**src/hw/game_defines.svh**
```systemverilog
`ifndef GAME_DEFINES_SVH
`define GAME_DEFINES_SVH

// Clock rates in arbitrary units, only the ratio matters
`define SYS_FREQ 1000
`define PROG_FREQ 250

// Program ticks per chart step
`define STEP_TICKS 4

// Number of charts, ids run from 1 to CHART_COUNT
`define CHART_COUNT 4

// Steps in every chart
`define CHART_LEN 8

`endif
```
**src/hw/game_store_pkg.sv**
```systemverilog
`include "game_defines.svh"

package game_store_pkg;

    // One 7-bit note mask per step plus the best score so far
    typedef struct packed {
        logic [`CHART_LEN-1:0][6:0] steps;
        logic [7:0]                 best;
    } chart_t;

    // Result of the most recent play of a chart
    typedef struct packed {
        logic [7:0] score;
    } play_record_t;

    // Built-in chart contents, one note per step walking up the keys
    function automatic chart_t default_chart(input logic [7:0] id);
        chart_t c;
        c = '0;
        for (int s = 0; s < `CHART_LEN; s++) begin
            c.steps[s][(id + s) % 7] = 1'b1;
        end
        return c;
    endfunction

endpackage

```
**src/hw/game_ui_pkg.sv**
```systemverilog
package game_ui_pkg;

    // Top level pages
    typedef enum logic {
        MENU = 1'b0,
        PLAY = 1'b1
    } page_state_t;

    // Press events, each bit is high for one program tick
    // arr_press: 0 up, 1 down, 2 play, 3 auto play
    typedef struct packed {
        logic [3:0] arr_press;
        logic [6:0] note_press;
    } user_input_t;

    // What a page wants shown and where it wants to go
    typedef struct packed {
        page_state_t     next_state;
        logic [3:0][3:0] digits;
        logic [7:0]      led;
    } page_output_t;

endpackage

```
**src/hw/store_port_if.sv**
```systemverilog
`timescale 1ns/1ps

// Id-addressed access to one store, id 0 means no access
interface store_port_if #(
    parameter type payload_t = logic
);
    logic [7:0] read_id;
    payload_t   read_data;
    logic [7:0] write_id;
    payload_t   write_data;

    modport store (
        input  read_id, write_id, write_data,
        output read_data
    );

    modport reader (
        output read_id,
        input  read_data
    );

    modport writer (output write_id, write_data);

endinterface

```
**src/hw/game_top.sv**
```systemverilog
`timescale 1ns/1ps

module game_top (
    input  logic       clk,
    input  logic       sys_rst,
    input  logic [3:0] btn_arr,
    input  logic [6:0] btn_notes,
    output logic [7:0] seg,
    output logic [3:0] seg_sel,
    output logic [7:0] led
);
    logic                      tick;
    logic                      page_rst;
    logic                      auto_play;
    logic [7:0]                chart_id;
    game_ui_pkg::user_input_t  user_in;
    game_ui_pkg::page_state_t  state;
    game_ui_pkg::page_output_t menu_out;
    game_ui_pkg::page_output_t play_out;
    game_ui_pkg::page_output_t sel_out;
    logic [3:0]                cur_digit;

    // Active-high segments, bit 0 is a and bit 6 is g
    function automatic logic [6:0] hex_to_seg(input logic [3:0] h);
        case (h)
            4'h0: return 7'h3F;
            4'h1: return 7'h06;
            4'h2: return 7'h5B;
            4'h3: return 7'h4F;
            4'h4: return 7'h66;
            4'h5: return 7'h6D;
            4'h6: return 7'h7D;
            4'h7: return 7'h07;
            4'h8: return 7'h7F;
            4'h9: return 7'h6F;
            4'hA: return 7'h77;
            4'hB: return 7'h7C;
            4'hC: return 7'h39;
            4'hD: return 7'h5E;
            4'hE: return 7'h79;
            default: return 7'h71;
        endcase
    endfunction

    store_port_if #(.payload_t(game_store_pkg::chart_t))       chart_port ();
    store_port_if #(.payload_t(game_store_pkg::play_record_t)) record_port ();

    prog_tick_gen u_tick (
        .clk     (clk),
        .sys_rst (sys_rst),
        .tick    (tick)
    );

    user_input_sync u_input (
        .clk       (clk),
        .sys_rst   (sys_rst),
        .tick      (tick),
        .btn_arr   (btn_arr),
        .btn_notes (btn_notes),
        .user_in   (user_in)
    );

    record_store #(
        .payload_t          (game_store_pkg::chart_t),
        .DEFAULT_FROM_CHART (1'b1)
    ) u_chart_store (
        .clk     (clk),
        .sys_rst (sys_rst),
        .port    (chart_port)
    );

    record_store #(
        .payload_t          (game_store_pkg::play_record_t),
        .DEFAULT_FROM_CHART (1'b0)
    ) u_record_store (
        .clk     (clk),
        .sys_rst (sys_rst),
        .port    (record_port)
    );

    // Menu reads both stores, play writes both
    page_menu u_menu (
        .clk         (clk),
        .sys_rst     (sys_rst),
        .tick        (tick),
        .page_rst    (page_rst),
        .user_in     (user_in),
        .chart_port  (chart_port),
        .record_port (record_port),
        .menu_out    (menu_out),
        .auto_play   (auto_play),
        .chart_id    (chart_id)
    );

    page_play u_play (
        .clk         (clk),
        .sys_rst     (sys_rst),
        .tick        (tick),
        .page_rst    (page_rst),
        .user_in     (user_in),
        .cur_chart   (chart_port.read_data),
        .chart_id    (chart_id),
        .auto_play   (auto_play),
        .chart_port  (chart_port),
        .record_port (record_port),
        .play_out    (play_out)
    );

    always_comb begin
        case (state)
            game_ui_pkg::PLAY: sel_out = play_out;
            default:           sel_out = menu_out;
        endcase
    end

    // Page switch on the tick, pages get a reset pulse right after
    always_ff @(posedge clk or posedge sys_rst) begin
        if (sys_rst) begin
            state    <= game_ui_pkg::MENU;
            page_rst <= 1'b0;
        end else begin
            page_rst <= tick && (sel_out.next_state != state);
            if (tick)
                state <= sel_out.next_state;
        end
    end

    // Digit scan, one position per tick starting at digit 0
    always_ff @(posedge clk or posedge sys_rst) begin
        if (sys_rst)
            seg_sel <= 4'b0000;
        else if (tick)
            seg_sel <= (seg_sel == 4'b0000 || seg_sel[3]) ? 4'b0001 : seg_sel << 1;
    end

    always_comb begin
        case (seg_sel)
            4'b0010: cur_digit = sel_out.digits[1];
            4'b0100: cur_digit = sel_out.digits[2];
            4'b1000: cur_digit = sel_out.digits[3];
            default: cur_digit = sel_out.digits[0];
        endcase
    end

    assign seg = {1'b0, hex_to_seg(cur_digit)};
    assign led = sel_out.led;

endmodule

```
**src/hw/page_play.sv**
```systemverilog
`timescale 1ns/1ps
`include "game_defines.svh"

module page_play (
    input  logic                      clk,
    input  logic                      sys_rst,
    input  logic                      tick,
    input  logic                      page_rst,
    input  game_ui_pkg::user_input_t  user_in,
    input  game_store_pkg::chart_t    cur_chart,
    input  logic [7:0]                chart_id,
    input  logic                      auto_play,
    store_port_if.writer              chart_port,
    store_port_if.writer              record_port,
    output game_ui_pkg::page_output_t play_out
);
    logic       running;
    logic       finished;
    logic [7:0] step;
    logic [7:0] tick_cnt;
    logic [7:0] score;
    logic       step_hit;
    logic [6:0] mask;
    logic       hit_now;
    logic       step_scored;
    logic [7:0] new_score;

    assign mask        = cur_chart.steps[step];
    assign hit_now     = auto_play | (|(user_in.note_press & mask));
    assign step_scored = step_hit | hit_now;
    // Score as it stands once the current step is closed
    assign new_score   = score + 8'(step_scored);

    always_ff @(posedge clk or posedge sys_rst) begin
        if (sys_rst) begin
            running              <= 1'b0;
            finished             <= 1'b0;
            step                 <= '0;
            tick_cnt             <= '0;
            score                <= '0;
            step_hit             <= 1'b0;
            chart_port.write_id  <= '0;
            record_port.write_id <= '0;
        end else begin
            chart_port.write_id  <= '0;
            record_port.write_id <= '0;
            if (page_rst) begin
                // Same pulse on entry and on exit, finished tells them apart
                if (finished)
                    finished <= 1'b0;
                else
                    running <= 1'b1;
                step     <= '0;
                tick_cnt <= '0;
                score    <= '0;
                step_hit <= 1'b0;
            end else if (tick && running) begin
                if (tick_cnt == `STEP_TICKS - 1) begin
                    tick_cnt <= '0;
                    step_hit <= 1'b0;
                    score    <= new_score;
                    if (step == `CHART_LEN - 1) begin
                        running              <= 1'b0;
                        finished             <= 1'b1;
                        record_port.write_id <= chart_id;
                        if (new_score > cur_chart.best)
                            chart_port.write_id <= chart_id;
                    end else begin
                        step <= step + 8'd1;
                    end
                end else begin
                    tick_cnt <= tick_cnt + 8'd1;
                    step_hit <= step_scored;
                end
            end
        end
    end

    // Write payloads track the running score, the id strobe picks the moment
    always_ff @(posedge clk) begin
        if (tick && running) begin
            record_port.write_data <= '{score: new_score};
            chart_port.write_data  <= '{steps: cur_chart.steps, best: new_score};
        end
    end

    always_comb begin
        play_out.next_state = running ? game_ui_pkg::PLAY : game_ui_pkg::MENU;
        play_out.digits[3]  = chart_id[3:0];
        play_out.digits[2]  = 4'h0;
        play_out.digits[1]  = score[3:0];
        play_out.digits[0]  = step[3:0];
        play_out.led        = {auto_play, mask};
    end

endmodule

```
**src/hw/page_menu.sv**
```systemverilog
`timescale 1ns/1ps
`include "game_defines.svh"

module page_menu (
    input  logic                      clk,
    input  logic                      sys_rst,
    input  logic                      tick,
    input  logic                      page_rst,
    input  game_ui_pkg::user_input_t  user_in,
    store_port_if.reader              chart_port,
    store_port_if.reader              record_port,
    output game_ui_pkg::page_output_t menu_out,
    output logic                      auto_play,
    output logic [7:0]                chart_id
);
    logic req;
    logic busy;
    logic go;

    // Play or auto play
    assign go = user_in.arr_press[2] | user_in.arr_press[3];

    always_ff @(posedge clk or posedge sys_rst) begin
        if (sys_rst) begin
            chart_id  <= 8'd1;
            auto_play <= 1'b0;
            req       <= 1'b0;
            busy      <= 1'b0;
        end else if (page_rst) begin
            // Entering PLAY sets busy, coming back clears it
            busy <= req;
            req  <= 1'b0;
        end else if (tick && !req && !busy) begin
            if (user_in.arr_press[0])
                chart_id <= (chart_id == `CHART_COUNT) ? 8'd1 : chart_id + 8'd1;
            else if (user_in.arr_press[1])
                chart_id <= (chart_id == 8'd1) ? 8'(`CHART_COUNT) : chart_id - 8'd1;
            if (go) begin
                req       <= 1'b1;
                auto_play <= user_in.arr_press[3];
            end
        end
    end

    assign chart_port.read_id  = chart_id;
    assign record_port.read_id = chart_id;

    always_comb begin
        menu_out.next_state = req ? game_ui_pkg::PLAY : game_ui_pkg::MENU;
        menu_out.digits[3]  = chart_id[3:0];
        menu_out.digits[2]  = 4'h0;
        menu_out.digits[1]  = chart_port.read_data.best[3:0];
        menu_out.digits[0]  = record_port.read_data.score[3:0];
        menu_out.led        = 8'h00;
    end

endmodule

```
**src/hw/record_store.sv**
```systemverilog
`timescale 1ns/1ps
`include "game_defines.svh"

module record_store #(
    parameter type payload_t          = logic,
    parameter bit  DEFAULT_FROM_CHART = 1'b0
) (
    input logic         clk,
    input logic         sys_rst,
    store_port_if.store port
);
    payload_t mem      [1:`CHART_COUNT];
    payload_t init_val [1:`CHART_COUNT];

    // Power-on contents per entry
    for (genvar g = 1; g <= `CHART_COUNT; g++) begin : g_init
        if (DEFAULT_FROM_CHART) begin : g_chart
            assign init_val[g] = game_store_pkg::default_chart(8'(g));
        end else begin : g_zero
            assign init_val[g] = '0;
        end
    end

    always_ff @(posedge clk or posedge sys_rst) begin
        if (sys_rst) begin
            for (int i = 1; i <= `CHART_COUNT; i++)
                mem[i] <= init_val[i];
        end else if (port.write_id != 0 && port.write_id <= `CHART_COUNT) begin
            mem[port.write_id] <= port.write_data;
        end
    end

    // Out of range ids read as zero
    assign port.read_data = (port.read_id != 0 && port.read_id <= `CHART_COUNT)
                          ? mem[port.read_id] : '0;

endmodule

```
**src/hw/user_input_sync.sv**
```systemverilog
`timescale 1ns/1ps

module user_input_sync (
    input  logic                     clk,
    input  logic                     sys_rst,
    input  logic                     tick,
    input  logic [3:0]               btn_arr,
    input  logic [6:0]               btn_notes,
    output game_ui_pkg::user_input_t user_in
);
    logic [10:0] btn_all;
    logic [10:0] sync1;
    logic [10:0] sync2;
    logic [10:0] last_lvl;
    logic [10:0] rise;
    logic [10:0] pending;

    // Same bit order as user_input_t
    assign btn_all = {btn_arr, btn_notes};

    always_ff @(posedge clk or posedge sys_rst) begin
        if (sys_rst) begin
            sync1    <= '0;
            sync2    <= '0;
            last_lvl <= '0;
        end else begin
            sync1    <= btn_all;
            sync2    <= sync1;
            last_lvl <= sync2;
        end
    end

    assign rise = sync2 & ~last_lvl;

    // Edges pile up between ticks so short presses survive
    always_ff @(posedge clk or posedge sys_rst) begin
        if (sys_rst) begin
            pending <= '0;
            user_in <= '0;
        end else if (tick) begin
            user_in <= game_ui_pkg::user_input_t'(pending);
            // An edge landing on the tick itself goes to the next batch
            pending <= rise;
        end else begin
            pending <= pending | rise;
        end
    end

endmodule

```
**src/hw/prog_tick_gen.sv**
```systemverilog
`timescale 1ns/1ps
`include "game_defines.svh"

module prog_tick_gen (
    input  logic clk,
    input  logic sys_rst,
    output logic tick
);
    localparam int DIV = `SYS_FREQ / `PROG_FREQ;

    logic [$clog2(DIV+1)-1:0] cnt;

    always_ff @(posedge clk or posedge sys_rst) begin
        if (sys_rst)
            cnt <= '0;
        else if (cnt == DIV - 1)
            cnt <= '0;
        else
            cnt <= cnt + 1'b1;
    end

    // One cycle enable per period
    assign tick = (cnt == 1);

endmodule

```
**config.mk**
```make
export PLATFORM = sky130hd
export DESIGN_NAME = game_top
export DESIGN_NICKNAME = d
export VERILOG_FILES = /design/src/hw/game_store_pkg.sv /design/src/hw/game_ui_pkg.sv /design/src/hw/store_port_if.sv /design/src/hw/game_top.sv /design/src/hw/page_play.sv /design/src/hw/page_menu.sv /design/src/hw/record_store.sv /design/src/hw/user_input_sync.sv /design/src/hw/prog_tick_gen.sv
export VERILOG_INCLUDE_DIRS = /design/src /design/src/hw
export SDC_FILE = /design/constraint.sdc
export NUM_CORES = 1
export LEC_CHECK = 0
export BUFFER_PORTS_ARGS = -buffer_cell sky130_fd_sc_hd__buf_2
export CAP_MARGIN = 20
export CORE_MARGIN = 4
export CORE_UTILIZATION = 55
export DETAILED_ROUTE_END_ITERATION = 16
export GPL_TIMING_DRIVEN = 0
export HOLD_SLACK_MARGIN = 0.05
export PLACE_DENSITY = 0.74
export REMOVE_ABC_BUFFERS = 1
export SKIP_LAST_GASP = 1
export SLEW_MARGIN = 10
export SYNTH_ARGS = -nofsm -noshare
export SYNTH_HDL_FRONTEND = slang
export SYNTH_SLANG_ARGS = --single-unit
```
**constraint.sdc**
```tcl
create_clock -name clk -period 14.02 [get_ports clk]
set_input_delay 4.206 -clock clk [delete_from_list [all_inputs] [get_ports clk]]
set_output_delay 4.206 -clock clk [all_outputs]
set_load 0.005 [all_outputs]
```
==> flow_metrics.py <==
metrics = {
    "worst_setup_path": {
        "r2r_end": "u_play.chart_port.write_id[1]",
        "crit_type": "reg2out",
        "critPathCapture": "seg[5]",
        "rr_worst_depth": 19,
        "crit_start": "u_menu.chart_id[0]",
        "start_kind": "register",
        "slowest_delay_ps": 830,
        "crit_path_end_kind": "primary output",
        "rrSetupSlack_ps": 7120,
        "worstPathRequired_ps": 9810,
        "path_cells": "buf_16 > inv_1 > ha_1 > xor2_1 > nor3_4 > nand2_1 > o21ai_0 > a221oi_2 > ha_1 > inv_1 > mux2i_1 > a22oi_1 > buf_2",
        "crit_fanout": 78,
        "crit_slowest_cell": "nor3_4",
        "arrival_ps": 5240,
        "worstReg2RegStart": "u_menu.chart_id[0]",
    },
    "placement": {
        "port_buffers": 31,
        "dpl_cell_area_sq_um": 21900,
        "dp_hpwl_mm": 30.2,
        "placed_cells": 2149,
        "routabilityCongestion": 0.818,
    },
    "route": {
        "drtIter0Drc": 1145,
        "dr.pass1.iters": 5,
        "antenna_left": 0,
        "wl_mm": 48.4,
        "post_drt_wl_per_cell_um": 21.7,
        "vias": 13800,
        "route.detailed.drc": 0,
        "viasPerCell": 6.16,
    },
    "worst_hold_path": {
        "hp-class": "reg2reg",
        "hold_depth": 0,
    },
    "die": {
        "start_util": 0.559,
        "coreArea_sq_um": 37800,
        "die_area_sq_um": 41600,
        "die_h_um": 204,
        "rows": 71,
        "ioPinCount": 33,
        "dieWidth_um": 204,
    },
    "cts": {
        "holdBufCountCts": 0,
        "cts.sinks": 454,
        "clock_path_buffers": 3,
        "cts_tree": "built",
        "cts.clk_slew.worst_paths_ps": 60,
        "post_cts_buffers": 0,
        "cts_buffers": 47,
        "clock_latency_ps": 550,
        "clock-root-buffer": "clkbuf_16",
        "cts_max_level": 2,
        "cts-resized-gates": 0,
    },
    "layout": {
        "syn2layout_area_growth_pct": 11.6,
        "finalNonFillerCells": 2236,
        "layout_commonest_cell": "dfrtp_1",
        "layout_common_cells": "dfrtp_1 (355), mux2_2 (294), nor2_1 (125), nand2_1 (107), edfxtp_1 (64)",
        "antennaDiodeCount": 0,
        "nNetsFinal": 1726,
        "drive_above_1_share": 0.301,
        "final_design_area_no_fill_sq_um": 23600,
        "post-route-util": 0.624,
    },
    "status": {
        "outcome": "completed",
    },
    "timing": {
        "finalCriticalPeriod_ps": 9450,
        "skew_ps": 11.7,
        "setup_viol": 0,
        "finalCritPeriodShare": 0.674,
        "tightest_slew_ps": 1150,
        "finalHoldViolations": 0,
        "maxSlewHeadroom": 0.214,
        "holdWs_ps": 350,
        "fmax_ghz": 0.106,
        "rsz0062_at_grt": "no",
        "maxSlewViolCount": 0,
    },
    "logic_synthesis": {
        "async_flop_share": 0.859,
        "yosysSeqAreaShare": 0.555,
        "synthFlopType": "dfrtp_1",
        "synth_seq_cells": 454,
        "synth_edf_count": 64,
        "yosysWarnings": 0,
        "syn_area_per_cell_sq_um": 12.5,
        "ys_types": 94,
        "synthesis.instances": 1684,
        "syn_area_sq_um": 21100,
    },
    "global_route": {
        "grt_pass1_wl_mm": 78.5,
        "track_usage": 0.234,
        "gr-total-overflow": 0,
        "grt_pass1_vias": 14200,
        "antenna_found_initial": 0,
        "grt_max_degree": 123,
    },
    "power": {
        "p_leak_nw": 10.5,
        "powerDensity_nw_per_um2": 152,
        "ir_worst_vdd_mv": 0.117,
        "total_power_w": 0.00358,
    },
    "run": {
        "maxCapViolCount": 0,
    },
}
## cell families after synthesis
kind of cell             count (synthesis)  synth area share
AO/OA/AOI/OAI                          223            0.0790
XOR/XNOR                                31            0.0129
adder cells (fa/ha/maj)                 25            0.0146
buffers and inverters                  155            0.0350
AND/OR/NAND/NOR                        440             0.117
other                                    1          0.000178
flip-flops                             454             0.555
multiplexers                           355             0.187
## through the flow
step | setup slack (ps) | TNS (ps)
3_5_place_dp | 5240 | 0
6_report | 4570 | 0
3_3_place_gp | -4740 | -1795390
4_1_cts | 4620 | 0
2_1_floorplan | -972 | -347110
5_1_grt | 4300 | 0
## cell usage after synthesis (all sizes together), types with 9 or more instances
| cell | count | area share |
|---|---|---|
| clkbuf | 64 | 0.011 |
| edfxtp | 64 | 0.091 |
| mux2i | 44 | 0.021 |
| ha | 23 | 0.014 |
| nor2 | 127 | 0.023 |
| dfstp | 33 | 0.041 |
| a22oi | 29 | 0.010 |
| nand2 | 107 | 0.019 |
| xnor2 | 10 | 0.0041 |
| and3 | 24 | 0.0071 |
| a221oi | 12 | 0.0065 |
| o21ai | 40 | 0.0097 |
| dfrtp | 357 | 0.42 |
| a211oi | 27 | 0.010 |
| nand3 | 18 | 0.0043 |
| nor3 | 24 | 0.0065 |
| mux2 | 311 | 0.17 |
| xor2 | 21 | 0.0087 |
| nand4 | 11 | 0.0033 |
| a21oi | 30 | 0.0073 |
| buf | 52 | 0.017 |
| nor2b | 10 | 0.0030 |
| nor4bb | 42 | 0.020 |
| nor4 | 9 | 0.0037 |
| and2 | 15 | 0.0044 |
| inv | 38 | 0.0068 |
## how the worst min path moves through the flow
stage | startpoint | end | slack, ps
finish | u_input.sync1[5] | u_input.sync2[5] | 350
global route | u_input.sync1[7] | u_input.sync2[7] | 350
detailed placement | u_input.sync1[3] | u_input.sync2[3] | 340
floorplan | u_input.sync1[0] | u_input.sync2[0] | 330
global placement | u_input.sync1[2] | u_input.sync2[2] | 330
CTS | u_input.sync1[3] | u_input.sync2[3] | 350
## cell type report
type | count | area, sq um
Timing Repair Buffer | 73 | 717
Clock buffer | 68 | 1410
Fill cell | 2849 | 14200
Sequential cell | 454 | 11700
Multi-Input combinational cell | 1075 | 8730
Clock inverter | 16 | 185
Tap cell | 511 | 639
Inverter | 39 | 159
## power breakdown
part	internal, W	switching [W]	total, W
registers	0.00138	0.000108	0.00148
logic	0.000285	0.000534	0.000819
clock network	0.000769	0.000510	0.00128
## flip-flops by register name, summed over array words and instances, names as in the netlist, 3 cells and up
name and count:
u_input.user_in 11, u_play.chart_port.write_data 64, u_tick.cnt 3, u_menu.chart_id 8
seg_sel 4, u_play.score 8, u_play.tick_cnt 8, u_record_store.mem 16
u_input.pending 11, u_play.step 8, u_play.record_port.write_id 8, u_chart_store.mem 256
u_input.sync1 11, u_input.last_lvl 11, u_play.chart_port.write_id 8, u_input.sync2 11
## routing by layer
metal	part of all wire	GRT usage
met1	0.43	0.328
met3	0.059	0.0335
met5	0	0
met2	0.48	0.388
met4	0.027	0.0665
## critical path: cells and delay by family (launching register included)
kind                       cells  cell delay, ps
and+or+nand+nor                2            1060
buffers and inverters          4             970
AOI/OAI and AO/OA              3             900
DFF                            1             750
adders and majority gates      2             690
xor gates and xnor gates       1             220
muxes                          1              80
Power figures use the tool's default switching activity.
